`src/nebula_pkg.sv`:
```
// Nebula Wishbone fabric shared constants
// Bus widths, team counts, address map and select reset values
package nebula_pkg;

    // Wishbone bus
    localparam int WB_DATA_W = 32;
    localparam int WB_ADDR_W = 32;
    localparam int WB_SEL_W  = 4;

    // Managers on the shared bus, host first
    localparam int NUM_MANAGERS = 2;
    localparam int MGR_IDX_W    = $clog2(NUM_MANAGERS);

    // Team designs feeding the pad and LA muxes
    localparam int NUM_TEAMS  = 4;
    localparam int TEAM_SEL_W = 4;
    localparam int GPIO_W     = 38;
    localparam int LA_W       = 128;

    // Address map
    localparam logic [15:0] USER_BASE   = 16'h3000; // Upper half of every mapped address
    localparam logic [3:0]  REGION_SRAM = 4'd0;     // Region field is adr[15:12]
    localparam logic [3:0]  REGION_GPIO = 4'd1;
    localparam logic [3:0]  REGION_LA   = 4'd2;

    // SRAM geometry, word index taken from adr[9:2]
    localparam int SRAM_DEPTH = 256;
    localparam int SRAM_AW    = $clog2(SRAM_DEPTH);

    // No team driving the pads or the LA word
    localparam logic [TEAM_SEL_W-1:0] TEAM_SEL_NONE = TEAM_SEL_W'(15);

endpackage

```
`src/gpio_control.sv`:
```
`timescale 1ns/1ps
// GPIO control, team-select register steering one team's outputs and enables to the pads
module gpio_control
    import nebula_pkg::*;
(
    input  logic                           wb_clk_i,
    input  logic                           rst_i,
    input  logic                           stb_i,
    input  logic                           we_i,
    input  logic [WB_DATA_W-1:0]           dat_i,
    output logic                           ack_o,
    output logic [WB_DATA_W-1:0]           dat_o,

    // Team pad drivers, team 0 in the low slice
    input  logic [GPIO_W*NUM_TEAMS-1:0]    designs_gpio_out_i,
    input  logic [GPIO_W*NUM_TEAMS-1:0]    designs_gpio_oeb_i,
    output logic [GPIO_W-1:0]              io_out_o,
    output logic [GPIO_W-1:0]              io_oeb_o
);

    logic [TEAM_SEL_W-1:0] team_sel_q;
    logic                  ack_q;
    logic                  team_valid;

    always_ff @(posedge wb_clk_i) begin
        if (rst_i) begin
            ack_q      <= 1'b0;
            team_sel_q <= TEAM_SEL_NONE;
        end else begin
            ack_q <= stb_i & ~ack_q;
            if (stb_i && !ack_q && we_i) begin
                team_sel_q <= dat_i[TEAM_SEL_W-1:0];
            end
        end
    end

    assign ack_o = ack_q;
    assign dat_o = {{(WB_DATA_W-TEAM_SEL_W){1'b0}}, team_sel_q};

    // Pads stay tristated unless a real team is picked
    assign team_valid = team_sel_q < NUM_TEAMS;
    assign io_out_o   = team_valid ? designs_gpio_out_i[team_sel_q*GPIO_W +: GPIO_W] : '0;
    assign io_oeb_o   = team_valid ? designs_gpio_oeb_i[team_sel_q*GPIO_W +: GPIO_W] : '1;

endmodule

```
`config.mk`:
```
export PLATFORM = sky130hd
export DESIGN_NAME = gpio_control
export DESIGN_NICKNAME = d
export VERILOG_FILES = /design/src/nebula_pkg.sv /design/src/gpio_control.sv
export SDC_FILE = /design/constraint.sdc
export NUM_CORES = 1
export LEC_CHECK = 0
export ABC_AREA = 1
export BUFFER_PORTS_ARGS = -buffer_cell sky130_fd_sc_hd__buf_4
export CAP_MARGIN = 20
export CORE_AREA = 2 2 173 175
export CTS_CLUSTER_SIZE = 14
export DETAILED_ROUTE_END_ITERATION = 16
export DIE_AREA = 0 0 175 177
export PLACE_DENSITY_LB_ADDON = 0.1
export SETUP_SLACK_MARGIN = 0.3
export SYNTH_ARGS = -nofsm -noshare
export SYNTH_HDL_FRONTEND = slang
export SYNTH_SLANG_ARGS = --single-unit
```
`constraint.sdc`:
```
create_clock -name wb_clk_i -period 3.4 [get_ports wb_clk_i]
set_clock_uncertainty 0.2 [all_clocks]
set_input_delay 0.34 -clock wb_clk_i [delete_from_list [all_inputs] [get_ports wb_clk_i]]
set_output_delay 0.34 -clock wb_clk_i [all_outputs]
set_load 0.01 [all_outputs]
```
==> impl_metrics.toml <==
[outcome]
status = "finished, final reports clean"

[cells_and_area]
final_util_pct = 23.7
layout.nets = 1524
drive_gt1_share_pct = 34.8
layout_commonest_cell = "buf_4"
final_cell_mix = "buf_4 (398), nand2_1 (385), nand3_1 (157)"
layout-area-overhead-vs-synth_pct = 88.0
antenna_cells = 0
nFillCells = 3542
register_area_um2 = 108
multi_input_area_um2 = 2570
fin_cells = 1573

[critical_path]
crit_required_ps = 2860
r2r-end = "team_sel_q[0]"
crit_path_end = "io_out_o[0]"
cp_max_fo = 40
start_kind = "register"
r2r_start = "team_sel_q[0]"
cp-end-kind = "output port"
rr_worst_depth = 3
rrSetupSlack_ps = 2080
cp.arrival_ps = 2120
cp-startpoint = "team_sel_q[1]"
worstSetupPathType = "reg2out"

[sta]
report.final.hold_viol_count = 0
timing.final.crit_share_pct = 78.3
rsz0062_at_grt = "no"
timing.fmax_ghz = 0.376
tns_ps = 0
maxSlewViolCount = 0
period_needed_ps = 2660
worst_slew_pin_slew_ps = 757
max_slew_margin_pct = 49.5
setup_viol = 0

[clock_tree]
clk_pin_slew_ps = 30
ctsHoldBuffers = 0
post_cts_buffers = 0
clk_path_buf_depth = 2
numCtsBuffers = 3
cts_tree = "done"
clkLatencyLatePin_ps = 230
clock_sinks = 5
cts-resized-gates = 0
clock_tree.root_cell = "clkbuf_16"
htreeDepth = 1

[logic_synthesis]
synth_top_cell_by_area = "nand2_1"
synth_area_per_cell_um2 = 4.41
synth_area_um2 = 3680
syn_inst = 835
ys_ff_latch = 5
ys_seq_area_share_pct = 2.72
synth_top_area_share_pct = 39.3
ys_top_cells_by_area = "nand2_1 (39%), nand3_1 (21%), inv_1 (16%)"
synth_warnings = 0
synth_cell_types = 16

[die]
dieHeight_um = 177
die_w_um = 175
core-area_um2 = 29200
placementRows = 63
initial_core_util_pct = 12.6
ios = 449
dieArea_um2 = 31000

[power_and_ir_drop]
leakage_nw = 4.18
ir_drop_mv = 0.147
p_total_mw = 0.986
p_per_area_nw_per_um2 = 142

[min_path]
hold_path_class = "in2reg"
hold_path_startpoint = "rst_i"

[job]
maxCapViolCount = 0

[global_routing]
grt-ovfl-total = 0
first_global_vias = 5780
grt_first_pass_wirelength_mm = 31.6
antenna_found_initial = 0
grtUsageTotal_pct = 12.7
grt_max_degree = 81

[placed_design]
port_buffers = 392
globalplace.congestion = 0.760
placed_cells = 1569
dp_hpwl_mm = 16.6

[detailed_routing]
wl_mm = 21.2
routedWlPerCell_um = 13.5
drtPass1Iterations = 4
drc = 0
via_per_inst = 3.81
ant_nets = 0
vias = 5991
drtIter0Drc = 173
[sequential cells by signal, indices dropped and copies added (netlist names)]
register,count
ack_o,1
team_sel_q,4
[where the power goes]
part           total (mW)  switching [mW]  internal (mW)
registers          0.0734          0.0108         0.0627
clock network       0.194          0.0382          0.155
logic               0.719           0.342          0.376
[critical path, stage by stage (launching register included)]
cell	delay [ps]
dfxtp_4	340
buf_4	430
buf_4	530
nand3_1	210
a21oi_1	180
buf_4	150
[stage by stage]
stage | cell area [um2] | setup WS, ps | hold WS, ps
floorplan | 3780 | 1700 | 212
global placement | 6840 | 930 | 324
detailed placement | 6840 | 885 | 321
CTS | 6920 | 645 | 94.0
global route | 6920 | 519 | 100
finish | 6920 | 739 | 90.9
[final cells by class]
class                           instances  share of cell area (%)
Clock buffer                            4                    1.14
Tap cell                              390                    7.05
Timing Repair Buffer                  403                    44.6
Inverter                              157                    8.57
Multi-Input combinational cell        614                    37.1
Sequential cell                         5                    1.55
[how the worst min path moves through the flow]
stage	to	slack [ps]	cells after the start
after floorplan	ack_o	210	1
after global placement	ack_o	320	2
after detailed placement	team_sel_q[2]	320	2
after CTS	ack_o	90	2
after global routing	ack_o	100	2
final	ack_o	90	2
[kinds of logic after synthesis]
family | Yosys count | share of synthesized area [%]
and+or+nand+nor | 548 | 61.5
AOI/OAI and AO/OA | 38 | 5.17
other | 1 | 0.102
DFF | 5 | 2.72
buffers and inverters | 243 | 30.5
[synthesized netlist by cell type (all sizes together)]
master / count
a21oi: 38
buf: 76
clkbuf: 10
clkinv: 1
conb: 1
dfxtp: 5
inv: 156
nand2: 385
nand3: 157
nand4: 4
nor2: 2
[metal layers]
metal / up-vias / routed length [um] / track usage [%]
li1: 3137 / - / -
met1: 2592 / 8540 / 14.6
met2: 252 / 10700 / 24.1
met3: 10 / 1840 / 3.33
met4: 0 / 193 / 1.63
met5: - / 0 / 0
Note: power is estimated with default switching activity, not from simulation.
