[config.mk]
export PLATFORM = sky130hd
export DESIGN_NAME = wb_decoder
export DESIGN_NICKNAME = d
export VERILOG_FILES = /design/src/nebula_pkg.sv /design/src/wb_decoder.sv
export SDC_FILE = /design/constraint.sdc
export NUM_CORES = 1
export LEC_CHECK = 0
export BUFFER_PORTS_ARGS = -buffer_cell sky130_fd_sc_hd__buf_2
export CAP_MARGIN = 25
export CORE_AREA = 2 2 67 69
export DETAILED_ROUTE_END_ITERATION = 6
export DIE_AREA = 0 0 69 71
export PLACE_DENSITY = 0.76
export SYNTH_ARGS = -nofsm -noshare
export SYNTH_HDL_FRONTEND = slang
export SYNTH_SLANG_ARGS = --single-unit
[constraint.sdc]
create_clock -name wb_clk_i -period 1.62 [get_ports wb_clk_i]
set_clock_uncertainty 0.1 [all_clocks]
set_input_delay 0.162 -clock wb_clk_i [delete_from_list [all_inputs] [get_ports wb_clk_i]]
set_output_delay 0.162 -clock wb_clk_i [all_outputs]
set_load 0.03 [all_outputs]
[src/nebula_pkg.sv]
// Nebula Wishbone fabric shared constants
// Bus widths, team counts, address map and select reset values
package nebula_pkg;

    // Wishbone bus
    localparam int WB_DATA_W = 32;
    localparam int WB_ADDR_W = 32;
    localparam int WB_SEL_W  = 4;

    // Managers on the shared bus, host first
    localparam int NUM_MANAGERS = 2;
    localparam int MGR_IDX_W    = $clog2(NUM_MANAGERS);

    // Team designs feeding the pad and LA muxes
    localparam int NUM_TEAMS  = 4;
    localparam int TEAM_SEL_W = 4;
    localparam int GPIO_W     = 38;
    localparam int LA_W       = 128;

    // Address map
    localparam logic [15:0] USER_BASE   = 16'h3000; // Upper half of every mapped address
    localparam logic [3:0]  REGION_SRAM = 4'd0;     // Region field is adr[15:12]
    localparam logic [3:0]  REGION_GPIO = 4'd1;
    localparam logic [3:0]  REGION_LA   = 4'd2;

    // SRAM geometry, word index taken from adr[9:2]
    localparam int SRAM_DEPTH = 256;
    localparam int SRAM_AW    = $clog2(SRAM_DEPTH);

    // No team driving the pads or the LA word
    localparam logic [TEAM_SEL_W-1:0] TEAM_SEL_NONE = TEAM_SEL_W'(15);

endpackage

[src/wb_decoder.sv]
`timescale 1ns/1ps
// Wishbone address decoder for SRAM, GPIO and LA control
// Unmapped accesses get a local ack with zero data
module wb_decoder
    import nebula_pkg::*;
(
    input  logic                 wb_clk_i,
    input  logic                 rst_i,

    // Shared bus from the arbiter
    input  logic                 bus_cyc_i,
    input  logic                 bus_stb_i,
    input  logic [WB_ADDR_W-1:0] bus_adr_i,
    output logic                 bus_ack_o,
    output logic [WB_DATA_W-1:0] bus_dat_o,

    // Slave strobes, cyc already folded in
    output logic                 sram_stb_o,
    output logic                 gpio_stb_o,
    output logic                 la_stb_o,
    input  logic                 sram_ack_i,
    input  logic [WB_DATA_W-1:0] sram_dat_i,
    input  logic                 gpio_ack_i,
    input  logic [WB_DATA_W-1:0] gpio_dat_i,
    input  logic                 la_ack_i,
    input  logic [WB_DATA_W-1:0] la_dat_i
);

    logic       req;
    logic       in_user;
    logic [3:0] region;
    logic       hit_sram;
    logic       hit_gpio;
    logic       hit_la;
    logic       unmapped;
    logic       err_ack_q;

    assign req     = bus_cyc_i & bus_stb_i;
    assign in_user = bus_adr_i[31:16] == USER_BASE;
    assign region  = bus_adr_i[15:12];

    assign hit_sram = in_user && (region == REGION_SRAM);
    assign hit_gpio = in_user && (region == REGION_GPIO);
    assign hit_la   = in_user && (region == REGION_LA);
    assign unmapped = !(hit_sram || hit_gpio || hit_la);

    assign sram_stb_o = req & hit_sram;
    assign gpio_stb_o = req & hit_gpio;
    assign la_stb_o   = req & hit_la;

    // One-cycle ack for holes in the map, nothing is touched
    always_ff @(posedge wb_clk_i) begin
        if (rst_i) begin
            err_ack_q <= 1'b0;
        end else begin
            err_ack_q <= req & unmapped & ~err_ack_q;
        end
    end

    always_comb begin
        bus_ack_o = err_ack_q;
        bus_dat_o = '0;   // Also the read data of an unmapped access
        if (hit_sram) begin
            bus_ack_o = sram_ack_i;
            bus_dat_o = sram_dat_i;
        end else if (hit_gpio) begin
            bus_ack_o = gpio_ack_i;
            bus_dat_o = gpio_dat_i;
        end else if (hit_la) begin
            bus_ack_o = la_ack_i;
            bus_dat_o = la_dat_i;
        end
    end

endmodule

==> impl_summary.txt <==
----------------------------------------------------
[Outcome]
  Result of the run ... complete, but fails checks
  Violations in the final reports ... setup timing

[Yosys]
  Synth unique cells ... 23
  Syn_area_per_cell ... 6.48 µm²
  Number of warnings issued by yosys ... 0
  Most instantiated flip-flop cell in the synthesis netlist ... dfxtp_1
  Share of Yosys cell area claimed by the top area cell type ... 0.291
  Sequential share of the synthesized area ... 0.0182
  Post-synthesis register bit count ... 1
  Most area-consuming cells after synthesis ... mux2i_1 29%, nor2_2 17%, a21oi_1 15%, nor2_1 12%, buf_12 5.5%
  Cell taking the most area after synthesis ... mux2i_1
  Gate count of the mapped netlist ... 170
  Post-Syn Nets ... roughly 310
  FFs w/ async S/R, synth ... 0
  Area of the mapped netlist ... 1100 µm²
  Number of enable flip-flop cells after synthesis ... 0

[Placed design]
  Count of buffers from port buffering ... 158
  Number of placed instances, taps included ... roughly 380
  Half-perimeter wire length of the detailed placement result ... 3620 µm
  Pre-CTS worst setup slack ... -0.234 ns
  Post-place instance area ... ~2000 µm²
  Final Wtd Congestion ... 0.746

[Critical path]
  Most frequent CP cell ... buf_6
  Reg2reg end ... err_ack_q
  Setup slack, reg-to-reg ... a little under 0.8 ns
  Critical Setup Path Class ... in -> out
  Critical R2R Launch ... err_ack_q
  CP max stage cell ... or2_4
  Worst setup endpoint ... bus_dat_o[28]
  CP peak stage delay ... 0.34 ns
  Worst setup path startpoint ... bus_adr_i[31]
  R2r worst-path depth ... 1
  Category of the worst setup path launch point ... input port
  CP Max Fanout ... 12
  Data arrival time of the critical path ... 1.45 ns
  Critical path, cell by cell ... buf_6, nor4bb_2, nand3_1, or2_4, buf_12, nor2_2, buf_6
  Worst setup EP type ... output pin
  Required time of the critical path ... 1.36 ns

[STA]
  Setup repair after global routing missed its margin ... true
  Number of endpoints failing setup at the final stage ... 33
  Crit share post-route ... 1.05
  Least setup slack across all paths after layout ... -0.0888 ns
  Max Slew Vio Count ... 0
  Headroom to the max-slew limit ... 0.790
  Slew of the pin with the lowest slew margin ... a little over 0.3 ns
  Top achievable clock speed ... 585 MHz
  Min Tclk post-route ... between 1.5 and 2 ns
  Count of endpoints failing hold in the final timing report ... 0

[Final layout]
  Area used by multi-input combinational logic ... about 1100 µm²
  Number of filler cells placed in the layout ... ~400
  Fraction of layout cells with a size suffix above 1 ... 0.655
  Top register by number of flip-flops ... err_ack_q
  Storage element area ... ~20 µm²
  Area growth from synthesis to layout ... 118%
  Largest registers ... err_ack_q (1)
  Layout Cells excl Fill ... around 380
  Max reg flops ... 1
  Layout Nets ... 462
  Utilization after layout ... 0.571
  Final standard cell area without fillers ... approximately 2400 µm²
  Antenna Cells ... 0

[Die]
  Boundary pin count ... 171
  Die footprint ... 4900 µm²
  Starting utilization of the core area ... 0.262
  CORE AREA ... 4200 µm²
  Chip width ... slightly below 70 µm
  Height of the chip ... about 71 µm
  Placement Rows ... 24

[Routing]
  1st-pass router iterations ... 4
  Total DRC errors in the routed layout ... 0
  Average detailed-routed wire length per instance ... 13.3 µm
  Violation count after the first detailed-route iteration ... a little over 50
  Remaining antenna violation count ... 0
  Aggregate routed wire length ... between 5000 and 6000 µm
  Total vias in the final route ... 1,805
  Detailed-route vias per instance ... roughly 4.8

[Clock tree]
  CTS clock-pin slew for the worst setup and hold paths ... 0 ns
  Post-CTS Hold Buffers ... 0
  Clock latency at the later pin of the worst-skew pair ... 0 ns

[Pwr]
  Power density of the placed cells ... around 180 nW/µm²
  Maximum VDD drop ... approximately 0.14 mV
  LEAKAGE ... ~1.2 nW

[GRT]
  Grt total ovfl ... 0
  Number of global-route vias before repair ... between 1,500 and 2,000
  Number of antenna violations at the first check in global routing ... 0
  Global routing usage summed across all routing layers ... 0.178
  Pin count of the biggest net entering global routing ... 35
  Global-route wire length before repair ... 7620 µm

[Hold path]
  Hold crit path type ... in -> reg
  Number of instances on the worst hold path ... 2

[Run]
  Max-Cap Viols ... 0

----------------------------------------------------
metal layers:
layer	GRT usage	part of all wire	vias up
met4	0.0283	0.0070	0
met2	0.378	0.56	97
met5	0	0	-
met3	0.0299	0.081	4
li1	-	-	892
met1	0.180	0.35	812
synth_stat cells (2+ instances only):
cell type,count
a21oi_1,34
buf_12,3
buf_2,2
buf_4,2
clkbuf_1,8
mux2i_1,32
nand2_1,5
nor2_1,36
nor2_2,30
nor4_1,2
nor4_2,3
o21ai_1,2
placed cells by master (no fill, tap or decap), types with 2 or more instances in the layout:
cell	Yosys	layout
nand2_1	5	5
buf_12	3	5
nor4_2	3	3
nor2_1	36	33
buf_2	2	116
a21oi_1	34	34
mux2i_1	32	32
buf_6	1	41
nor2_4	0	16
nor4_4	0	2
buf_4	2	7
nor2_2	30	17
cell type report:
class                      instances  area share
timing repair buffer             171       0.511
multi-input combinational        152       0.452
tap                               52      0.0271
sequential                         1     0.00834
inverter                           1     0.00156
kinds of logic after synthesis:
kind of cell	after synthesis	share of synthesized area
AOI/OAI and AO/OA	38	0.178
buffers and inverters	17	0.118
DFF	1	0.0182
muxes	32	0.291
and+or+nand+nor	82	0.394
through the flow:
| step | TNS, ns | total power [mW] | hold slack, ns |
|---|---|---|---|
| final | -1.83 | 0.428 | 0.238 |
| after global routing | -4.98 | 0.470 | 0.256 |
| after CTS | -0.926 | 0.398 | 0.239 |
| after detailed placement | -6.63 | 0.389 | 0.239 |
| after global placement | -5.14 | 0.379 | 0.236 |
| after floorplan | -0.377 | 0.202 | 0.145 |
critical path: cells and delay by family:
family | cells | cell delay (ns)
buffers and inverters | 3 | 0.40
and+or+nand+nor | 4 | 0.87
how the worst min path moves through the flow:
stage | start | end | slack, ns
floorplan | rst_i | err_ack_q | 0.15
global placement | rst_i | err_ack_q | 0.24
detailed placement | rst_i | err_ack_q | 0.24
CTS | rst_i | err_ack_q | 0.24
global route | rst_i | err_ack_q | 0.26
finish | rst_i | err_ack_q | 0.24
where the power goes:
group          total, mW  switching [mW]  internal (mW)
clock network          0               0              0
registers         0.0269        0.000682         0.0262
logic              0.402           0.190          0.212
total              0.428           0.191          0.238
timing repair:
action	in CTS	in global routing
endpoints found under the setup margin	35	36
pin swaps	3	15
gates resized for setup	57	54
setup buffers	0	0
cloned	0	1
(Power assumes the default switching activity.)
