[src/nebula_pkg.sv]
// Nebula Wishbone fabric shared constants
// Bus widths, team counts, address map and select reset values
package nebula_pkg;

    // Wishbone bus
    localparam int WB_DATA_W = 32;
    localparam int WB_ADDR_W = 32;
    localparam int WB_SEL_W  = 4;

    // Managers on the shared bus, host first
    localparam int NUM_MANAGERS = 2;
    localparam int MGR_IDX_W    = $clog2(NUM_MANAGERS);

    // Team designs feeding the pad and LA muxes
    localparam int NUM_TEAMS  = 4;
    localparam int TEAM_SEL_W = 4;
    localparam int GPIO_W     = 38;
    localparam int LA_W       = 128;

    // Address map
    localparam logic [15:0] USER_BASE   = 16'h3000; // Upper half of every mapped address
    localparam logic [3:0]  REGION_SRAM = 4'd0;     // Region field is adr[15:12]
    localparam logic [3:0]  REGION_GPIO = 4'd1;
    localparam logic [3:0]  REGION_LA   = 4'd2;

    // SRAM geometry, word index taken from adr[9:2]
    localparam int SRAM_DEPTH = 256;
    localparam int SRAM_AW    = $clog2(SRAM_DEPTH);

    // No team driving the pads or the LA word
    localparam logic [TEAM_SEL_W-1:0] TEAM_SEL_NONE = TEAM_SEL_W'(15);

endpackage

[src/wb_arbiter.sv]
`timescale 1ns/1ps
// Round-robin Wishbone arbiter
// Registered grant hands the shared bus to one manager until it drops cyc
module wb_arbiter
    import nebula_pkg::*;
(
    input  logic                              wb_clk_i,
    input  logic                              rst_i,

    // Flattened manager ports, manager 0 in the low slot
    input  logic [NUM_MANAGERS-1:0]           m_cyc_i,
    input  logic [NUM_MANAGERS-1:0]           m_stb_i,
    input  logic [NUM_MANAGERS-1:0]           m_we_i,
    input  logic [NUM_MANAGERS*WB_SEL_W-1:0]  m_sel_i,
    input  logic [NUM_MANAGERS*WB_ADDR_W-1:0] m_adr_i,
    input  logic [NUM_MANAGERS*WB_DATA_W-1:0] m_dat_i,
    output logic [NUM_MANAGERS-1:0]           m_ack_o,
    output logic [NUM_MANAGERS*WB_DATA_W-1:0] m_dat_o,

    // Shared bus towards the decoder
    output logic                              bus_cyc_o,
    output logic                              bus_stb_o,
    output logic                              bus_we_o,
    output logic [WB_SEL_W-1:0]               bus_sel_o,
    output logic [WB_ADDR_W-1:0]              bus_adr_o,
    output logic [WB_DATA_W-1:0]              bus_dat_o,
    input  logic                              bus_ack_i,
    input  logic [WB_DATA_W-1:0]              bus_dat_i
);

    logic [MGR_IDX_W-1:0] grant_q;
    logic                 owned_q;
    logic [MGR_IDX_W-1:0] next_grant;
    logic                 next_valid;
    logic                 bus_free;

    // Owner has let go, or nobody holds the bus
    assign bus_free = !owned_q || !m_cyc_i[grant_q];

    // Search starts just after the last manager granted
    always_comb begin
        next_grant = grant_q;
        next_valid = 1'b0;
        for (int k = 1; k <= NUM_MANAGERS; k++) begin
            if (!next_valid && m_cyc_i[(int'(grant_q) + k) % NUM_MANAGERS]) begin
                next_grant = MGR_IDX_W'((int'(grant_q) + k) % NUM_MANAGERS);
                next_valid = 1'b1;
            end
        end
    end

    always_ff @(posedge wb_clk_i) begin
        if (rst_i) begin
            grant_q <= MGR_IDX_W'(NUM_MANAGERS - 1); // Host wins the first round
            owned_q <= 1'b0;
        end else if (bus_free) begin
            owned_q <= next_valid;
            if (next_valid) begin
                grant_q <= next_grant;
            end
        end
    end

    assign bus_cyc_o = owned_q & m_cyc_i[grant_q];
    assign bus_stb_o = owned_q & m_cyc_i[grant_q] & m_stb_i[grant_q];
    assign bus_we_o  = m_we_i[grant_q];
    assign bus_sel_o = m_sel_i[grant_q*WB_SEL_W +: WB_SEL_W];
    assign bus_adr_o = m_adr_i[grant_q*WB_ADDR_W +: WB_ADDR_W];
    assign bus_dat_o = m_dat_i[grant_q*WB_DATA_W +: WB_DATA_W];

    // Only the owner sees ack and read data
    for (genvar i = 0; i < NUM_MANAGERS; i++) begin : g_ret
        logic granted;
        assign granted    = owned_q && (grant_q == MGR_IDX_W'(i));
        assign m_ack_o[i] = granted & bus_ack_i;
        assign m_dat_o[i*WB_DATA_W +: WB_DATA_W] = granted ? bus_dat_i : '0;
    end

endmodule

[config.mk]
export PLATFORM = sky130hd
export DESIGN_NAME = wb_arbiter
export DESIGN_NICKNAME = d
export VERILOG_FILES = /design/src/nebula_pkg.sv /design/src/wb_arbiter.sv
export SDC_FILE = /design/constraint.sdc
export NUM_CORES = 1
export LEC_CHECK = 0
export ABC_AREA = 1
export BUFFER_PORTS_ARGS = -buffer_cell sky130_fd_sc_hd__buf_2
export CAP_MARGIN = 20
export CORE_AREA = 2 2 121 123
export DETAILED_ROUTE_END_ITERATION = 6
export DIE_AREA = 0 0 123 125
export SLEW_MARGIN = 20
export SYNTH_ARGS = -nofsm -noshare
export SYNTH_HDL_FRONTEND = slang
export SYNTH_SLANG_ARGS = --single-unit
[constraint.sdc]
create_clock -name wb_clk_i -period 2.46 [get_ports wb_clk_i]
set_input_delay 0.246 -clock wb_clk_i [delete_from_list [all_inputs] [get_ports wb_clk_i]]
set_output_delay 0.246 -clock wb_clk_i [all_outputs]
set_load 0.005 [all_outputs]
==> results.tsv, run 1 <==
metric	value	unit
drc	0	
clockBufferDepth	2	
drive_above_1_share	49.69	%
ir_worst_vdd	0.1595	mV
synth_cell_type_count	14	
grt_pass1_wl	12.43	mm
cts_tree	built	
cts_resized	0	
root_buffer	clkbuf_16	
p_leak	2.392	nW
fin_cells	836	
cap_violations	0	
wl_per_cell	10.58	um
io_buffers	313	
path_class	reg -> out	
worstMarginPinSlew	0.6578	ns
antenna_found_initial	1	
p_total	0.8619	mW
area_growth_syn_to_layout	127.9	%
period_needed	1.663	ns
min-delay-path-class	in -> reg	
cts_setup_buffers	0	
avgSynthCellArea	3.981	um^2
fin_ws	0.7965	ns
viasPerCell	3.660	
layout_commonest_cell	buf_2	
yosysWarnings	0	
drtIter0Drc	85	
slew_headroom	55.99	%
firstDrtPassIters	4	
finalHoldWorstSlack	0.1983	ns
pwr-share-comb	67.5	%
numCtsBuffers	3	
grt_usage	10.22	%
design_area	3194	um^2
power_density	269.8	nW/um^2
setup_viol	0	
skew	0.002869	ns
max_freq	601.2	MHz
maxSlewViolCount	0	
grt_max_degree	42	
rows	44	
grt_pass1_vias	2665	
syn_area	1401	um^2
dp_cells	833	
clkPwrFrac	27.9	%
initial_core_util	9.866	%
dieArea	15380	um^2
io_pins	314	
wl	8.842	mm
dr_total_vias	3060	
arrival	1.42	ns
hold_viol	0	
end_kind	output port	
p_switching	0.3380	mW
switching_share	39.22	%
synth_cells	352	
cp_max_fo	34	
intPower	0.5239	mW
tns	0	ns
path_clk_slew	0.03	ns
dieHeight	125	um
dp_hpwl	7.519	mm
die_w	123	um
grt_setup_unrepaired	false	
p_seq_share	4.5	%
status	completed	
cp-start-kind	flop	
insertedDiodeCount	0	
dp_slack	0.9683	ns
clock_latency	0.22	ns
cts.sinks	2	
utilization	22.49	%
final_nets	831	
gp_congestion	0.7749	
core_area	14200	um^2
place_area	3119	um^2
ys_seq_area_share	2.857	%
mostFrequentLayoutCells	buf_2, nand2_1, nor2_1, inv_1, buf_4	
syn_nets	529	
hold_buffers	0	
grt_overflow_total	0	
ys_ff_latch	2	
period_share	67.62	%
htreeDepth	1	
fillers	1695	
antenna_left	0	
required	2.21	ns
## Yosys cell counts
cell | count | share of area, %
nand2_1 | 216 | 58
nor2_1 | 70 | 19
inv_1 | 37 | 9.9
buf_2 | 10 | 3.6
clkbuf_1 | 6 | 1.6
buf_6 | 3 | 2.4
dfxtp_1 | 2 | 2.9
nand3_1 | 2 | 0.71
a21oi_1 | 1 | 0.36
and2_0 | 1 | 0.45
buf_1 | 1 | 0.27
buf_4 | 1 | 0.54
inv_2 | 1 | 0.27
nand2_2 | 1 | 0.45
## sequential cells by signal (all words and copies together), names as in the netlist
| register | cells |
|---|---|
| owned_q | 1 |
| grant_q | 1 |
## final cells by class
| class | count | area [um^2] | share of cell area (%) |
|---|---|---|---|
| sequential | 2 | 41.29 | 1.293 |
| timing repair buffer | 318 | 1604 | 50.22 |
| multi-input combinational | 291 | 1101 | 34.47 |
| clock buffer | 3 | 75.07 | 2.350 |
| tap | 184 | 230.2 | 7.207 |
| inverter | 38 | 142.6 | 4.465 |
## metal layers
metal | global-route usage, % | share of wire, % | vias up
li1 | - | - | 1601
met1 | 11.55 | 39 | 1257
met2 | 19.50 | 49 | 194
met3 | 1.597 | 11 | 6
met4 | 2.607 | 1.1 | 2
met5 | 0 | 0.18 | -
## kinds of logic (layout without fill, tap and decap cells)
group,Yosys count,count (layout),synth area share (%)
AO/OA/AOI/OAI,1,1,0.3568
flip-flops,2,2,2.857
buffers and inverters,59,359,18.57
AND/OR/NAND/NOR,290,290,78.21
## final timing paths
check	to	slack, ns	startpoint	cells past startpoint
max	m_dat_o[59]	0.80	owned_q	3
max reg2reg	grant_q	1.26	owned_q	4
min reg2reg	grant_q	0.56	owned_q	3
min	owned_q	0.20	rst_i	2
## power by group through the flow
stage	logic (mW)	registers, mW	clock network, mW
2_1_floorplan	0.259	0.0377	0
3_3_place_gp	0.594	0.0396	0
3_5_place_dp	0.592	0.0395	0
4_1_cts	0.596	0.0391	0.244
5_1_grt	0.669	0.0395	0.248
6_report	0.582	0.0391	0.241
## worst max-delay path, stage by stage, from the launching register on
cell and delay, ns:
dfxtp_1 0.38, nand2_2 0.40, nor2_1 0.26, buf_2 0.15
Power figures use the tool's default switching activity.
==> run 2, diff against run 1 <==
ABC_AREA = 0   (was 1)
CORE_AREA = 2 2 123 125   (was 2 2 121 123)
DIE_AREA = 0 0 125 127   (was 0 0 123 125)
clock period = 1.68 ns   (was 2.46 ns; I/O delays follow)
==> results.tsv, run 2 <==
metric	value	unit	change
maxSlewViolCount	0		unchanged
yosysWarnings	0		unchanged
clkPwrFrac	26.3	%	was 27.9%
period_needed	1.569	ns	
worstMarginPinSlew	0.3564	ns	was 0.6578 ns
dieArea	15880	um^2	was 15380 um^2
synth_cell_type_count	20		was 14
p_switching	0.4399	mW	was 0.3380 mW
status	completed		unchanged
initial_core_util	11.77	%	was 9.866%
path_class	reg -> out		unchanged
antenna_left	0		unchanged
end_kind	output port		unchanged
setup_viol	0		unchanged
required	1.51	ns	was 2.21 ns
max_freq	637.2	MHz	
viasPerCell	3.819		was 3.660
reg_top3	grant_q (1), owned_q (1)		unchanged
crit_chain	buf_12 -> mux2_4 -> buf_2		was nand2_2 -> nor2_1 -> buf_2
fillers	1609		was 1695
firstDrtPassIters	4		unchanged
finalHoldWorstSlack	0.1443	ns	was 0.1983 ns
htreeDepth	1		unchanged
core_area	14420	um^2	was 14200 um^2
cts_tree	built		unchanged
io_buffers	313		unchanged
cts_resized	0		unchanged
die_w	125	um	was 123 um
pwr-share-comb	69.5	%	was 67.5%
intPower	0.9595	mW	was 0.5239 mW
synth_cells	171		was 352
gp_congestion	0.7769		was 0.7749
numCtsBuffers	3		unchanged
dieHeight	127	um	was 125 um
crit_slowest_cell	dfxtp_4		was nand2_2
arrival	1.40	ns	was 1.42 ns
ys_ff_latch	2		unchanged
rows	44		unchanged
cp_slowest_stage_delay	0.36	ns	was 0.40 ns
tns	0	ns	unchanged
clockBufferDepth	2		unchanged
cts_setup_buffers	0		unchanged
fin_ws	0.1105	ns	was 0.7965 ns
p_seq_share	4.2	%	was 4.5%
syn_area	1698	um^2	was 1401 um^2
dp_cells	654		was 833
mostFrequentLayoutCells	buf_2, mux2_4, and2_1, and3_1, mux2_1		was buf_2, nand2_1, nor2_1, inv_1, buf_4
layout_commonest_cell	buf_2		unchanged
area_growth_syn_to_layout	106.1	%	was 127.9%
io_pins	314		unchanged
avgSynthCellArea	9.929	um^2	was 3.981 um^2
async_flop_share	0	%	unchanged
grt_max_degree	52		was 42
antenna_found_initial	2		was 1
skew	0.005379	ns	was 0.002869 ns
synth_edf_count	0		unchanged
grt_pass1_wl	12.74	mm	was 12.43 mm
switching_share	31.44	%	was 39.22%
cp-start-kind	flop		unchanged
drc	0		unchanged
final_nets	652		was 831
power_density	399.9	nW/um^2	was 269.8 nW/um^2
ir_worst_vdd	0.4448	mV	was 0.1595 mV
dp_slack	0.3472	ns	was 0.9683 ns
ys_seq_area_share	2.358	%	was 2.857%
drtIter0Drc	53		was 85
cp_max_fo	46		was 34
multi_input_area	1495	um^2	was 1101 um^2
root_buffer	clkbuf_16		unchanged
grt_pass1_vias	2424		was 2665
syn_nets	348		was 529
p_leak	2.315	nW	was 2.392 nW
yosys.area.top_type	mux2_4		was nand2_1
cap_violations	0		unchanged
yosys.area.top_type_share	53.06	%	was 57.86%
synth_area_leaders	mux2_4, and2_1, and3_1, buf_6, mux2_1		was nand2_1, nor2_1, inv_1, buf_2, dfxtp_1
clock_latency	0.22	ns	about the same
fin_cells	659		was 836
wl_per_cell	13.81	um	was 10.58 um
wl	9.102	mm	was 8.842 mm
post-synth-top-count-cell	mux2_4		was nand2_1
grt_usage	9.997	%	was 10.22%
path_clk_slew	0.03	ns	about the same
dr_total_vias	2517		was 3060
slew_headroom	76.24	%	was 55.99%
hold_buffers	0		unchanged
cts.sinks	2		unchanged
drive_above_1_share	80.80	%	was 49.69%
yosys_most_used_dff	dfxtp_1		unchanged
dp_hpwl	8.110	mm	was 7.519 mm
regArea	43.79	um^2	was 41.29 um^2
min-delay-path-class	in -> reg		unchanged
period_share	93.42	%	
grt_setup_unrepaired	false		unchanged
synthTopCellsByCount	mux2_4, and2_1, and3_1		was nand2_1, nor2_1, inv_1
hold_viol	0		unchanged
grt_overflow_total	0		unchanged
==> run 2: cell types whose count changed after synthesis, moves of 2 or more <==
| cell | change |
|---|---|
| nor2_1 | -68 |
| buf_6 | +6 |
| inv_1 | -35 |
| mux2_4 | +60 |
| buf_2 | -7 |
| nand2_1 | -214 |
| and3_1 | +33 |
| mux2_1 | +9 |
| clkbuf_1 | -3 |
| buf_4 | +2 |
| and2_1 | +34 |
| o21ai_1 | +2 |
==> run 2: final cells by class <==
type / count / share of cell area (%)
Multi-Input combinational cell: 148 / 42.72
Tap cell: 184 / 6.578
Timing Repair Buffer: 318 / 46.91
Inverter: 2 / 0.2145
Sequential cell: 2 / 1.251
Clock buffer: 4 / 2.252
Antenna cell: 1 / 0.07151
==> run 2: per-layer routing <==
metal	GRT usage [%]	wire, um	vias to the layer above
met5	0	0	-
met3	2.722	919	10
met4	2.288	167	0
met2	18.99	4603	180
li1	-	-	1211
met1	11.08	3411	1116
==> run 2: final timing paths <==
kind / from / slack (ns) / to / cells after the start
worst min register to register: grant_q / 0.83 / grant_q / 3
worst max-delay path: grant_q / 0.11 / bus_adr_o[15] / 3
worst max register to register: owned_q / 0.42 / grant_q / 4
worst min-delay path: rst_i / 0.14 / owned_q / 2
==> run 2: worst max-delay path: cells and delay by family (launching register included) <==
family | cells | cell delay [ns]
buffers and inverters | 2 | 0.42
DFF | 1 | 0.36
muxes | 1 | 0.35
==> run 2: cells by family after synthesis <==
| kind of cell | synth area share [%] |
|---|---|
| and+or+nand+nor | 27.04 |
| muxes | 59.62 |
| buffers and inverters | 9.580 |
| AOI/OAI and AO/OA | 1.401 |
| DFF | 2.358 |
==> run 2: power groups by stage <==
stage	Clock, mW	Combinational [mW]	Sequential, mW
finish	0.368	0.972	0.0586
global placement	0	0.976	0.0591
floorplan	0	0.515	0.0537
CTS	0.378	0.984	0.0587
detailed placement	0	0.982	0.0591
global route	0.384	1.05	0.0594
==> run 2: through the flow <==
step	utilization, %	power, mW	instance area (um^2)
after floorplan	-	0.5683	1698
after global placement	23.70	1.035	3418
after detailed placement	23.70	1.041	3418
after CTS	24.25	1.421	3497
after global routing	24.26	1.489	3500
final	24.26	1.399	3500
