[src/nebula_pkg.sv]
// Nebula Wishbone fabric shared constants
// Bus widths, team counts, address map and select reset values
package nebula_pkg;

    // Wishbone bus
    localparam int WB_DATA_W = 32;
    localparam int WB_ADDR_W = 32;
    localparam int WB_SEL_W  = 4;

    // Managers on the shared bus, host first
    localparam int NUM_MANAGERS = 2;
    localparam int MGR_IDX_W    = $clog2(NUM_MANAGERS);

    // Team designs feeding the pad and LA muxes
    localparam int NUM_TEAMS  = 4;
    localparam int TEAM_SEL_W = 4;
    localparam int GPIO_W     = 38;
    localparam int LA_W       = 128;

    // Address map
    localparam logic [15:0] USER_BASE   = 16'h3000; // Upper half of every mapped address
    localparam logic [3:0]  REGION_SRAM = 4'd0;     // Region field is adr[15:12]
    localparam logic [3:0]  REGION_GPIO = 4'd1;
    localparam logic [3:0]  REGION_LA   = 4'd2;

    // SRAM geometry, word index taken from adr[9:2]
    localparam int SRAM_DEPTH = 256;
    localparam int SRAM_AW    = $clog2(SRAM_DEPTH);

    // No team driving the pads or the LA word
    localparam logic [TEAM_SEL_W-1:0] TEAM_SEL_NONE = TEAM_SEL_W'(15);

endpackage

[src/la_control.sv]
`timescale 1ns/1ps
// LA control, team-select register choosing the 128-bit logic-analyzer word
module la_control
    import nebula_pkg::*;
(
    input  logic                        wb_clk_i,
    input  logic                        rst_i,
    input  logic                        stb_i,
    input  logic                        we_i,
    input  logic [WB_DATA_W-1:0]        dat_i,
    output logic                        ack_o,
    output logic [WB_DATA_W-1:0]        dat_o,
    input  logic [LA_W*NUM_TEAMS-1:0]   designs_la_data_i,   // Team 0 in the low word
    output logic [LA_W-1:0]             la_data_out_o
);

    logic [TEAM_SEL_W-1:0] team_sel_q;
    logic                  ack_q;
    logic                  team_valid;

    always_ff @(posedge wb_clk_i) begin
        if (rst_i) begin
            ack_q      <= 1'b0;
            team_sel_q <= TEAM_SEL_NONE;
        end else begin
            ack_q <= stb_i & ~ack_q;
            if (stb_i && !ack_q && we_i) begin
                team_sel_q <= dat_i[TEAM_SEL_W-1:0];
            end
        end
    end

    assign ack_o = ack_q;
    assign dat_o = {{(WB_DATA_W-TEAM_SEL_W){1'b0}}, team_sel_q}; // Select readback

    assign team_valid    = team_sel_q < NUM_TEAMS;
    assign la_data_out_o = team_valid ? designs_la_data_i[team_sel_q*LA_W +: LA_W] : '0;

endmodule

[config.mk]
export PLATFORM = sky130hd
export DESIGN_NAME = la_control
export DESIGN_NICKNAME = d
export VERILOG_FILES = /design/src/nebula_pkg.sv /design/src/la_control.sv
export SDC_FILE = /design/constraint.sdc
export NUM_CORES = 1
export LEC_CHECK = 0
export BUFFER_PORTS_ARGS = -buffer_cell sky130_fd_sc_hd__buf_2
export CORE_AREA = 2 2 276 278
export DETAILED_ROUTE_END_ITERATION = 8
export DIE_AREA = 0 0 278 280
export GPL_ROUTABILITY_DRIVEN = 0
export SETUP_SLACK_MARGIN = 0.2
export SYNTH_ARGS = -nofsm -noshare
export SYNTH_HDL_FRONTEND = slang
export SYNTH_SLANG_ARGS = --single-unit
[constraint.sdc]
create_clock -name wb_clk_i -period 1.25 [get_ports wb_clk_i]
set_input_delay 0.125 -clock wb_clk_i [delete_from_list [all_inputs] [get_ports wb_clk_i]]
set_output_delay 0.125 -clock wb_clk_i [all_outputs]
set_load 0.02 [all_outputs]
==> impl.org, run 1 <==
** STA
- Setup repair after global routing missed its margin :: true
- Final hold violation count :: 0
- The final-report max-slew violation count was 0.
- Final Worst Setup Slack :: -0.6323 ns
- TNS Setup :: -71.90 ns
- Clock period minus worst slack :: 1.882 ns
- Endpoints failing setup :: 129
- Peak clock frequency supported by timing :: 531.3 MHz
- The tightest hold path in the finished design has a slack of 0.1511 ns.
- Portion of the clock cycle consumed by the worst path in the final layout :: 1.506
- Clock skew on the completed layout was measured at 0.0004239 ns.

** Detailed routing
- The final route contains 7294 vias.
- Via-to-Cell Ratio :: 3.280
- Average wire length per cell after detail routing :: 18.80 um
- After detailed routing, the total wire length is 41810 um.
- In the routed design, unresolved DRC markers number 0.
- Iteration-0 DRC Markers :: 201
- Initial DRT Pass Iterations :: 4
- In this run the remaining antenna-violating nets after routing total 0.

** Outcome
- The final reports fail on setup timing.
- The run finished, with violations left.

** Synth
- The synthesized design spends more area on one cell type than any other, namely sky130_fd_sc_hd__mux2i_1.
- For this run, the register share of the synthesized area comes to 0.02413.
- Mean cell area of the mapped netlist :: 8.430 um2
- For this run, asynchronously set or reset flops after synthesis account for 0.
- Synthesis produced a netlist whose cell count is 492.
- Mapped cell area :: 4148 um2
- Among all cell types in the netlist, the one instantiated most often is sky130_fd_sc_hd__mux2i_1.
- The commonest cells after synthesis are 260 x sky130_fd_sc_hd__mux2i_1, 128 x sky130_fd_sc_hd__o22ai_1, 33 x sky130_fd_sc_hd__buf_4.
- Top post-synthesis cells by area :: sky130_fd_sc_hd__mux2i_1 63%, sky130_fd_sc_hd__o22ai_1 19%, sky130_fd_sc_hd__buf_4 6.0%, sky130_fd_sc_hd__buf_6 3.5%, sky130_fd_sc_hd__buf_2 3.5%
- Number of synthesized flops with an enable pin :: 0
- The share of synthesized area in the top cell type comes to 0.6275.
- Count of distinct cell types in the synthesized netlist :: 14
- Top flip-flop cell by instance count after synthesis :: sky130_fd_sc_hd__dfxtp_1
- Synthesis inferred 5 register bits.
- Yosys warning count :: 0

** CTS
- Number of H-tree levels :: 1
- CTS tree :: built
- CTS saw 5 sinks.
- The clock reaches the later pin of the worst-skew pair after 0.23 ns.
- CTS Hold Bufs :: 0
- Library cell used as clock root buffer :: sky130_fd_sc_hd__clkbuf_16
- The longest clock path from root to sink contains 2 buffers.
- Clock buffer count from CTS :: 3
- Clock-pin slew was measured on the worst setup and hold paths at 0.03 ns.

** Worst setup path
- Critical path capture point type :: primary output
- STA classifies the critical path startpoint as a flop.
- Critical Path Max Stage Delay :: 0.45 ns
- Critical path class :: reg -> out
- Data required time at the worst endpoint :: 1.12 ns
- Top cell by count, worst path :: sky130_fd_sc_hd__buf_12
- Data arrival time of the critical path :: 1.76 ns
- Critical path buffer and inverter count :: 3
- The critical path goes through or3b_4, buf_12, buf_12, o22ai_2, buf_6.
- Maximum fanout along the worst path :: 17
- Family with the most delay on the worst path :: buffers and inverters
- For this design, the slowest cell found on the critical path is sky130_fd_sc_hd__or3b_4.

** Die
- The die covers 77840 um2.
- Effective utilization at floorplan :: 0.05516
- DIE WIDTH :: 278 um
- Count of standard-cell rows :: 101
- DIE HEIGHT :: 280 um
- I/O pin count :: 709
- After floorplanning, the core was sized to cover 75190 um2.

** Final layout
- Final-layout fill cell count :: 8284
- Once layout is complete, the utilization of the core stands at 0.1659.
- Sequential Area :: 110.1 um2
- Area of the multi-input gates :: 5250 um2
- The area growth from synthesis to layout is 200.7%.
- Share of final-layout standard cells stronger than drive strength 1 :: 0.7997
- Number of nets in the layout :: 1787

** Power
- Internal power :: 2.329 mW
- Across the VDD grid, the largest voltage drop is 345.3 uV.
- Sequential share of power :: 0.046
- Summing internal, switching and leakage power gives 3.897 mW.
- Comb pwr share :: 0.818
- Clock network fraction of design power :: 0.136
- Static leakage :: 6.350 nW
- Switch Pwr :: 1.568 mW
- Of the total power, the share spent switching nets is 0.4023.
- In this run the power density over the cells is 312.5 nW/um2.

** Global route
- Overall routing resource usage :: 0.09092
- First-pass GRT wire length :: 50360 um
- Pin count of the biggest net entering global routing :: 40
- Initial antenna violation count :: 14
- The via count of the first global-routing pass came to 7134.
- Gr ovfl total :: 0

** Place
- Post-detailed-placement half-perimeter wirelength :: 34110 um
- Port buffer count :: 652

** Job
- Max-cap violations in this run came to 0.

** Hold path
- In this run the worst hold path is classified as in -> reg.
## worst reg2reg max path, cell delays in order, from the launching register on
cell and delay, ns:
sky130_fd_sc_hd__dfxtp_4 0.37, sky130_fd_sc_hd__buf_12 0.14, sky130_fd_sc_hd__clkbuf_16 0.17, sky130_fd_sc_hd__buf_12 0.16
sky130_fd_sc_hd__nor2_4 0.07, sky130_fd_sc_hd__mux2i_1 0.06
## sequential cells by signal (all words and copies together) (netlist names)
register	cells
ack_o	1
team_sel_q	4
## final timing paths
check	end	cells after the start	slack, ns	startpoint
hold / removal	team_sel_q[0]$_SDFFE_PP1P_	3	0.15	dat_i[0]
hold reg to reg	ack_o$_SDFF_PP0_	1	0.44	ack_o$_SDFF_PP0_
setup reg to reg	team_sel_q[0]$_SDFFE_PP1P_	5	0.16	team_sel_q[0]$_SDFFE_PP1P_
setup / recovery	la_data_out_o[104]	5	-0.63	team_sel_q[2]$_SDFFE_PP1P_
## final cells by class
type                       instances  share of cell area
timing repair buffer             801              0.4642
multi-input combinational        428              0.4209
tap                              978             0.09810
sequential                         5            0.008827
clock buffer                       4            0.006320
antenna                            8            0.001605
## layout by cell type (no fill, tap or decap)
| master | instances |
|---|---|
| sky130_fd_sc_hd__buf_12 | 34 |
| sky130_fd_sc_hd__buf_16 | 5 |
| sky130_fd_sc_hd__buf_2 | 523 |
| sky130_fd_sc_hd__buf_4 | 131 |
| sky130_fd_sc_hd__buf_6 | 88 |
| sky130_fd_sc_hd__buf_8 | 12 |
| sky130_fd_sc_hd__clkbuf_1 | 1 |
| sky130_fd_sc_hd__clkbuf_16 | 11 |
| sky130_fd_sc_hd__conb_1 | 28 |
| sky130_fd_sc_hd__dfxtp_1 | 1 |
| sky130_fd_sc_hd__dfxtp_2 | 2 |
| sky130_fd_sc_hd__dfxtp_4 | 2 |
| sky130_fd_sc_hd__diode_2 | 8 |
| sky130_fd_sc_hd__mux2i_1 | 160 |
| sky130_fd_sc_hd__mux2i_2 | 45 |
| sky130_fd_sc_hd__mux2i_4 | 55 |
| sky130_fd_sc_hd__nand3b_1 | 1 |
| sky130_fd_sc_hd__nor2_1 | 7 |
| sky130_fd_sc_hd__nor2_4 | 1 |
| sky130_fd_sc_hd__nor3b_1 | 1 |
| sky130_fd_sc_hd__o22ai_1 | 49 |
| sky130_fd_sc_hd__o22ai_2 | 37 |
| sky130_fd_sc_hd__o22ai_4 | 42 |
| sky130_fd_sc_hd__or3_4 | 1 |
| sky130_fd_sc_hd__or3b_4 | 1 |
## metal layers
metal  up-vias  GRT usage  routed length, um
li1       3407          -                  -
met1      3324     0.1041              16420
met2       489     0.1663              20630
met3        66    0.02073               3244
met4         8    0.02855               1465
met5         -          0                 55
## power by group through the flow
| stage | combinational, mW | clock, mW | sequential, mW |
|---|---|---|---|
| after floorplan | 1.11 | 0 | 0.188 |
| after global placement | 2.46 | 0 | 0.178 |
| after detailed placement | 2.47 | 0 | 0.179 |
| after CTS | 2.75 | 0.539 | 0.176 |
| after global routing | 3.38 | 0.550 | 0.180 |
| final | 3.19 | 0.531 | 0.178 |
## logic make-up after synthesis
logic type,share of synthesized area
muxes,0.6275
buffers and inverters,0.1400
AOI/OAI and AO/OA,0.1931
other,0.0009041
DFF,0.02413
and+or+nand+nor,0.01448
## metrics by stage
stage                     setup WS [ns]  std cells  instance area [um2]
after floorplan                 -0.3130        519                 4900
after global placement          -0.8032       2174                 9918
after detailed placement        -0.8247       2174                 9918
after CTS                       -0.6530       2187                11060
after global routing            -0.6928       2224                12470
final                           -0.6323       2224                12470
## repair_timing
action                     CTS  global route
setup endpoints to repair  131           132
pin swaps                    5            17
cloned                       2             9
buffers inserted             7            20
gates resized for setup    228           207
Note: power is estimated with default switching activity, not from simulation.
==> run 2, diff against run 1 <==
--- a/config.mk
+++ b/config.mk
@@ -5,10 +5,10 @@
 export SDC_FILE = /design/constraint.sdc
 export NUM_CORES = 1
 export LEC_CHECK = 0
-export BUFFER_PORTS_ARGS = -buffer_cell sky130_fd_sc_hd__buf_2
-export CORE_AREA = 2 2 276 278
+export CORE_AREA = 2 2 279 281
 export DETAILED_ROUTE_END_ITERATION = 8
-export DIE_AREA = 0 0 278 280
+export DIE_AREA = 0 0 281 283
+export DONT_BUFFER_PORTS = 1
 export GPL_ROUTABILITY_DRIVEN = 0
 export SETUP_SLACK_MARGIN = 0.2
 export SYNTH_ARGS = -nofsm -noshare
==> run 2 against run 1 <==
  * The flow still finishes with violations (setup timing)
  * Largest power group unchanged
  * Critical path type unchanged
  * Critical path depth fell by 1
  * Worst hold slack got worse by 0.093 ns
  * Utilization fell by 5.5 points
  * Register-to-register slack gained 0.17 ns
  * Critical endpoint is now la_data_out_o[59]
==> impl.org, run 2 (synthesized netlist as in run 1, its figures left out) <==
** Detailed routing
- The number of DRC violations after detailed routing was 0 (unchanged).
- The routed via count came to 5103 (was 7294).
- The number of detailed-route iterations in the first pass is 5 (was 4).
- The number of design-rule violations left by the first detailed-router iteration is 224 (was 201).
- Total detailed-routing wirelength :: 38620 um (was 41810 um)
- The detailed-route wire length per cell was 23.14 um (was 18.80 um).
- The antenna violation net count after detailed routing was 0 (unchanged).
- The per-cell via count in the routed design was 3.058 (was 3.280).

** Outcome
- Run status :: finished, violations left (unchanged)
- Violations in the final reports :: setup timing (unchanged)

** Die
- DIE AREA :: 79520 um2 (was 77840 um2)
- The placeable core region is 76700 um2 (was 75190 um2).
- Count of standard-cell rows :: 102 (was 101)
- DIE WIDTH :: 281 um (was 278 um)
- Effective utilization at floorplan :: 0.05408 (was 0.05516)
- DIE HEIGHT :: 283 um (was 280 um)
- I/O pin count :: 709 (unchanged)

** CTS
- Clock latency on the worst-skew pair :: 0.23 ns (about the same)
- The CTS clock-pin slew for the worst setup and hold paths was 0.03 ns (about the same).
- The number of buffers created by CTS was 3 (unchanged).
- The count of clock tree sinks came to 5 (unchanged).
- Largest buffer count on any clock path :: 2 (unchanged)
- Library cell used as clock root buffer :: sky130_fd_sc_hd__clkbuf_16 (unchanged)
- Number of H-tree levels :: 1 (unchanged)
- The CTS tree is built (unchanged).

** Worst setup path
- The startpoint class of the critical path was a flop (unchanged).
- The worst path buffer plus inverter count was 2 (was 3).
- The reg-to-reg setup timing slack came to 0.33 ns (was 0.16 ns).
- Critical Path Max Stage Delay :: 0.43 ns (was 0.45 ns)
- The slowest cell on the critical path was sky130_fd_sc_hd__or3b_4 (unchanged).
- Crit-path cells: or3b_4, buf_12, o22ai_1, buf_4 (was or3b_4, buf_12, buf_12, o22ai_2, buf_6).
- The capturing instance or port of the critical path is la_data_out_o[59] (was la_data_out_o[104]).
- The required time of the worst setup path came to 1.12 ns (about the same).
- Crit Reg-Reg Startpoint :: team_sel_q[0]$_SDFFE_PP1P_ (unchanged)
- The total stage count of the critical path came to 4 (was 5).
- Family with the most delay on the worst path :: simple AND/OR/NAND/NOR gates (was buffers and inverters)
- Critical path capture point type :: primary output (unchanged)
- The endpoint of the lowest-slack register-to-register path is team_sel_q[0]$_SDFFE_PP1P_ (unchanged).
- The top fanout value on the critical path came to 64 (was 17).
- Number of cells traversed by the worst register-to-register path :: 4 (was 5)
- The arrival time of the worst setup path was 1.82 ns (was 1.76 ns).
- The origin of the worst setup path was team_sel_q[2]$_SDFFE_PP1P_ (unchanged).
- The kind of critical path is reg -> out (unchanged).

** STA
- Worst clock skew :: 0.001786 ns (was 0.0004239 ns)
- The post-route clock period utilization is 1.558 (was 1.506).
- Peak clock frequency supported by timing :: 513.5 MHz (was 531.3 MHz)
- Max_slew headroom :: 0.6078
- The minimum setup slack in the final design was -0.6973 ns (was -0.6323 ns).
- The smallest hold slack was 0.05781 ns (was 0.1511 ns).
- The final-report max-slew violation count came to 0 (unchanged).
- TNS Setup :: -77.22 ns (was -71.90 ns)
- For the pin with the worst max-slew slack, the measured transition is 0.5883 ns.
- The total of endpoints with negative setup slack in the final report came to 129 (unchanged).
- Setup repair after global routing missed its margin: true (unchanged).
- The minimum clock period after layout came to 1.947 ns (was 1.882 ns).
- The number of hold-slack violations in the final timing report is 0 (unchanged).

** Power
- Static leakage :: 3.975 nW (was 6.350 nW)
- The power density of the placed cells was 289.9 nW/um2 (was 312.5 nW/um2).
- The total design power came to 2.464 mW (was 3.897 mW).
- Maximum resistive drop on vdd :: 383.3 uV (was 345.3 uV)

** Final layout
- The proportion of layout cells with a drive suffix above 1 came to 0.4920 (was 0.7997).
- Final-layout fill cell count :: 8743 (was 8284)
- Most frequent cells in the layout :: 202 x sky130_fd_sc_hd__mux2i_1, 105 x sky130_fd_sc_hd__buf_4, 73 x sky130_fd_sc_hd__o22ai_1 (was 523 x sky130_fd_sc_hd__buf_2, 160 x sky130_fd_sc_hd__mux2i_1, 131 x sky130_fd_sc_hd__buf_4)
- The commonest non-fill, non-tap cell in the layout is sky130_fd_sc_hd__mux2i_1 (was sky130_fd_sc_hd__buf_2).
- Synth-to-Final Area Change :: 105.0% (was 200.7%)
- Number of nets in the layout :: 1171 (was 1787)
- Biggest register :: team_sel_q (unchanged)
- Number of flip-flops under the largest register name :: 4 (unchanged)

** Global route
- Pin count of the biggest net entering global routing :: 65 (was 40)
- The number of antenna violations at the first check in global routing was 12 (was 14).
- Via count of the first global-routing pass :: 5075 (was 7134)
- Overall routing resource usage :: 0.08566 (was 0.09092)
- The wire length of the first global-routing pass is 45770 um (was 50360 um).
- The remaining global-route overflow came to 0 (unchanged).

** Place
- Post-detailed-placement half-perimeter wirelength :: 31610 um (was 34110 um)
- Port buffer count :: 0 (was 652)

** Hold path
- The class of the tightest hold or removal check was in -> reg (unchanged).

** Job
- Max-cap violations :: 0 (unchanged)
[run 2: changes by cell type in the layout (fill, tap and decap cells not counted), moves of 15 or more]
cell / change
sky130_fd_sc_hd__buf_2: -523
sky130_fd_sc_hd__buf_6: -67
sky130_fd_sc_hd__mux2i_1: +42
sky130_fd_sc_hd__buf_4: -26
sky130_fd_sc_hd__o22ai_1: +24
sky130_fd_sc_hd__mux2i_4: -23
sky130_fd_sc_hd__mux2i_2: -19
sky130_fd_sc_hd__buf_16: +15
[run 2: routing by layer]
layer / GRT usage / part of all wire
met2: 0.1506 / 0.48
met3: 0.02317 / 0.093
met4: 0.03663 / 0.044
met1: 0.09629 / 0.39
met5: 0 / 0.00060
[run 2: report_power, final]
part           total [mW]  switching (mW)  internal (mW)
Clock               0.528           0.105          0.423
Combinational        1.76           0.828          0.933
Sequential          0.175         0.00759          0.168
Total                2.46           0.941           1.52
[run 2: how the worst min path moves through the flow]
| stage | start | to | slack [ns] | cells after the start |
|---|---|---|---|---|
| finish | rst_i | team_sel_q[1]$_SDFFE_PP1P_ | 0.06 | 2 |
| global route | rst_i | team_sel_q[1]$_SDFFE_PP1P_ | 0.06 | 2 |
| CTS | rst_i | team_sel_q[1]$_SDFFE_PP1P_ | 0.06 | 2 |
| detailed placement | rst_i | ack_o$_SDFF_PP0_ | 0.21 | 1 |
| global placement | rst_i | ack_o$_SDFF_PP0_ | 0.20 | 1 |
| floorplan | dat_i[1] | team_sel_q[1]$_SDFFE_PP1P_ | 0.28 | 2 |
[run 2: layout make-up]
cell class | instances | area, um2 | area share
Sequential cell | 5 | 110.1 | 0.01295
Timing Repair Buffer | 185 | 2359 | 0.2774
Antenna cell | 7 | 17.52 | 0.002060
Multi-Input combinational cell | 428 | 4636 | 0.5453
Clock buffer | 4 | 78.83 | 0.009272
Tap cell | 1040 | 1301 | 0.1531
[run 2: worst register-to-register path, delay by kind of cell, from the launching register on]
kind	cells	cell delay (ns)
flip-flops	1	0.35
buffers and inverters	2	0.28
AND/OR/NAND/NOR	1	0.09
multiplexers	1	0.08
[run 2: timing repair]
action                                 4_1_cts  5_1_grt
setup buffers                                8        7
hold buffers                                 1        0
gates resized for setup                     94       43
setup endpoints to repair                  129      129
cloned                                      14        3
endpoints found under the hold margin        1        0
pin swaps                                    9        5
[run 2: stage by stage]
step	setup WS, ns	cells	cell area [um2]	utilization
after floorplan	-0.3130	519	4900	-
after global placement	-0.6509	1625	7086	0.09238
after detailed placement	-0.6652	1625	7086	0.09238
after CTS	-0.6541	1652	8119	0.1059
after global routing	-0.6860	1669	8502	0.1108
final	-0.6973	1669	8502	0.1108
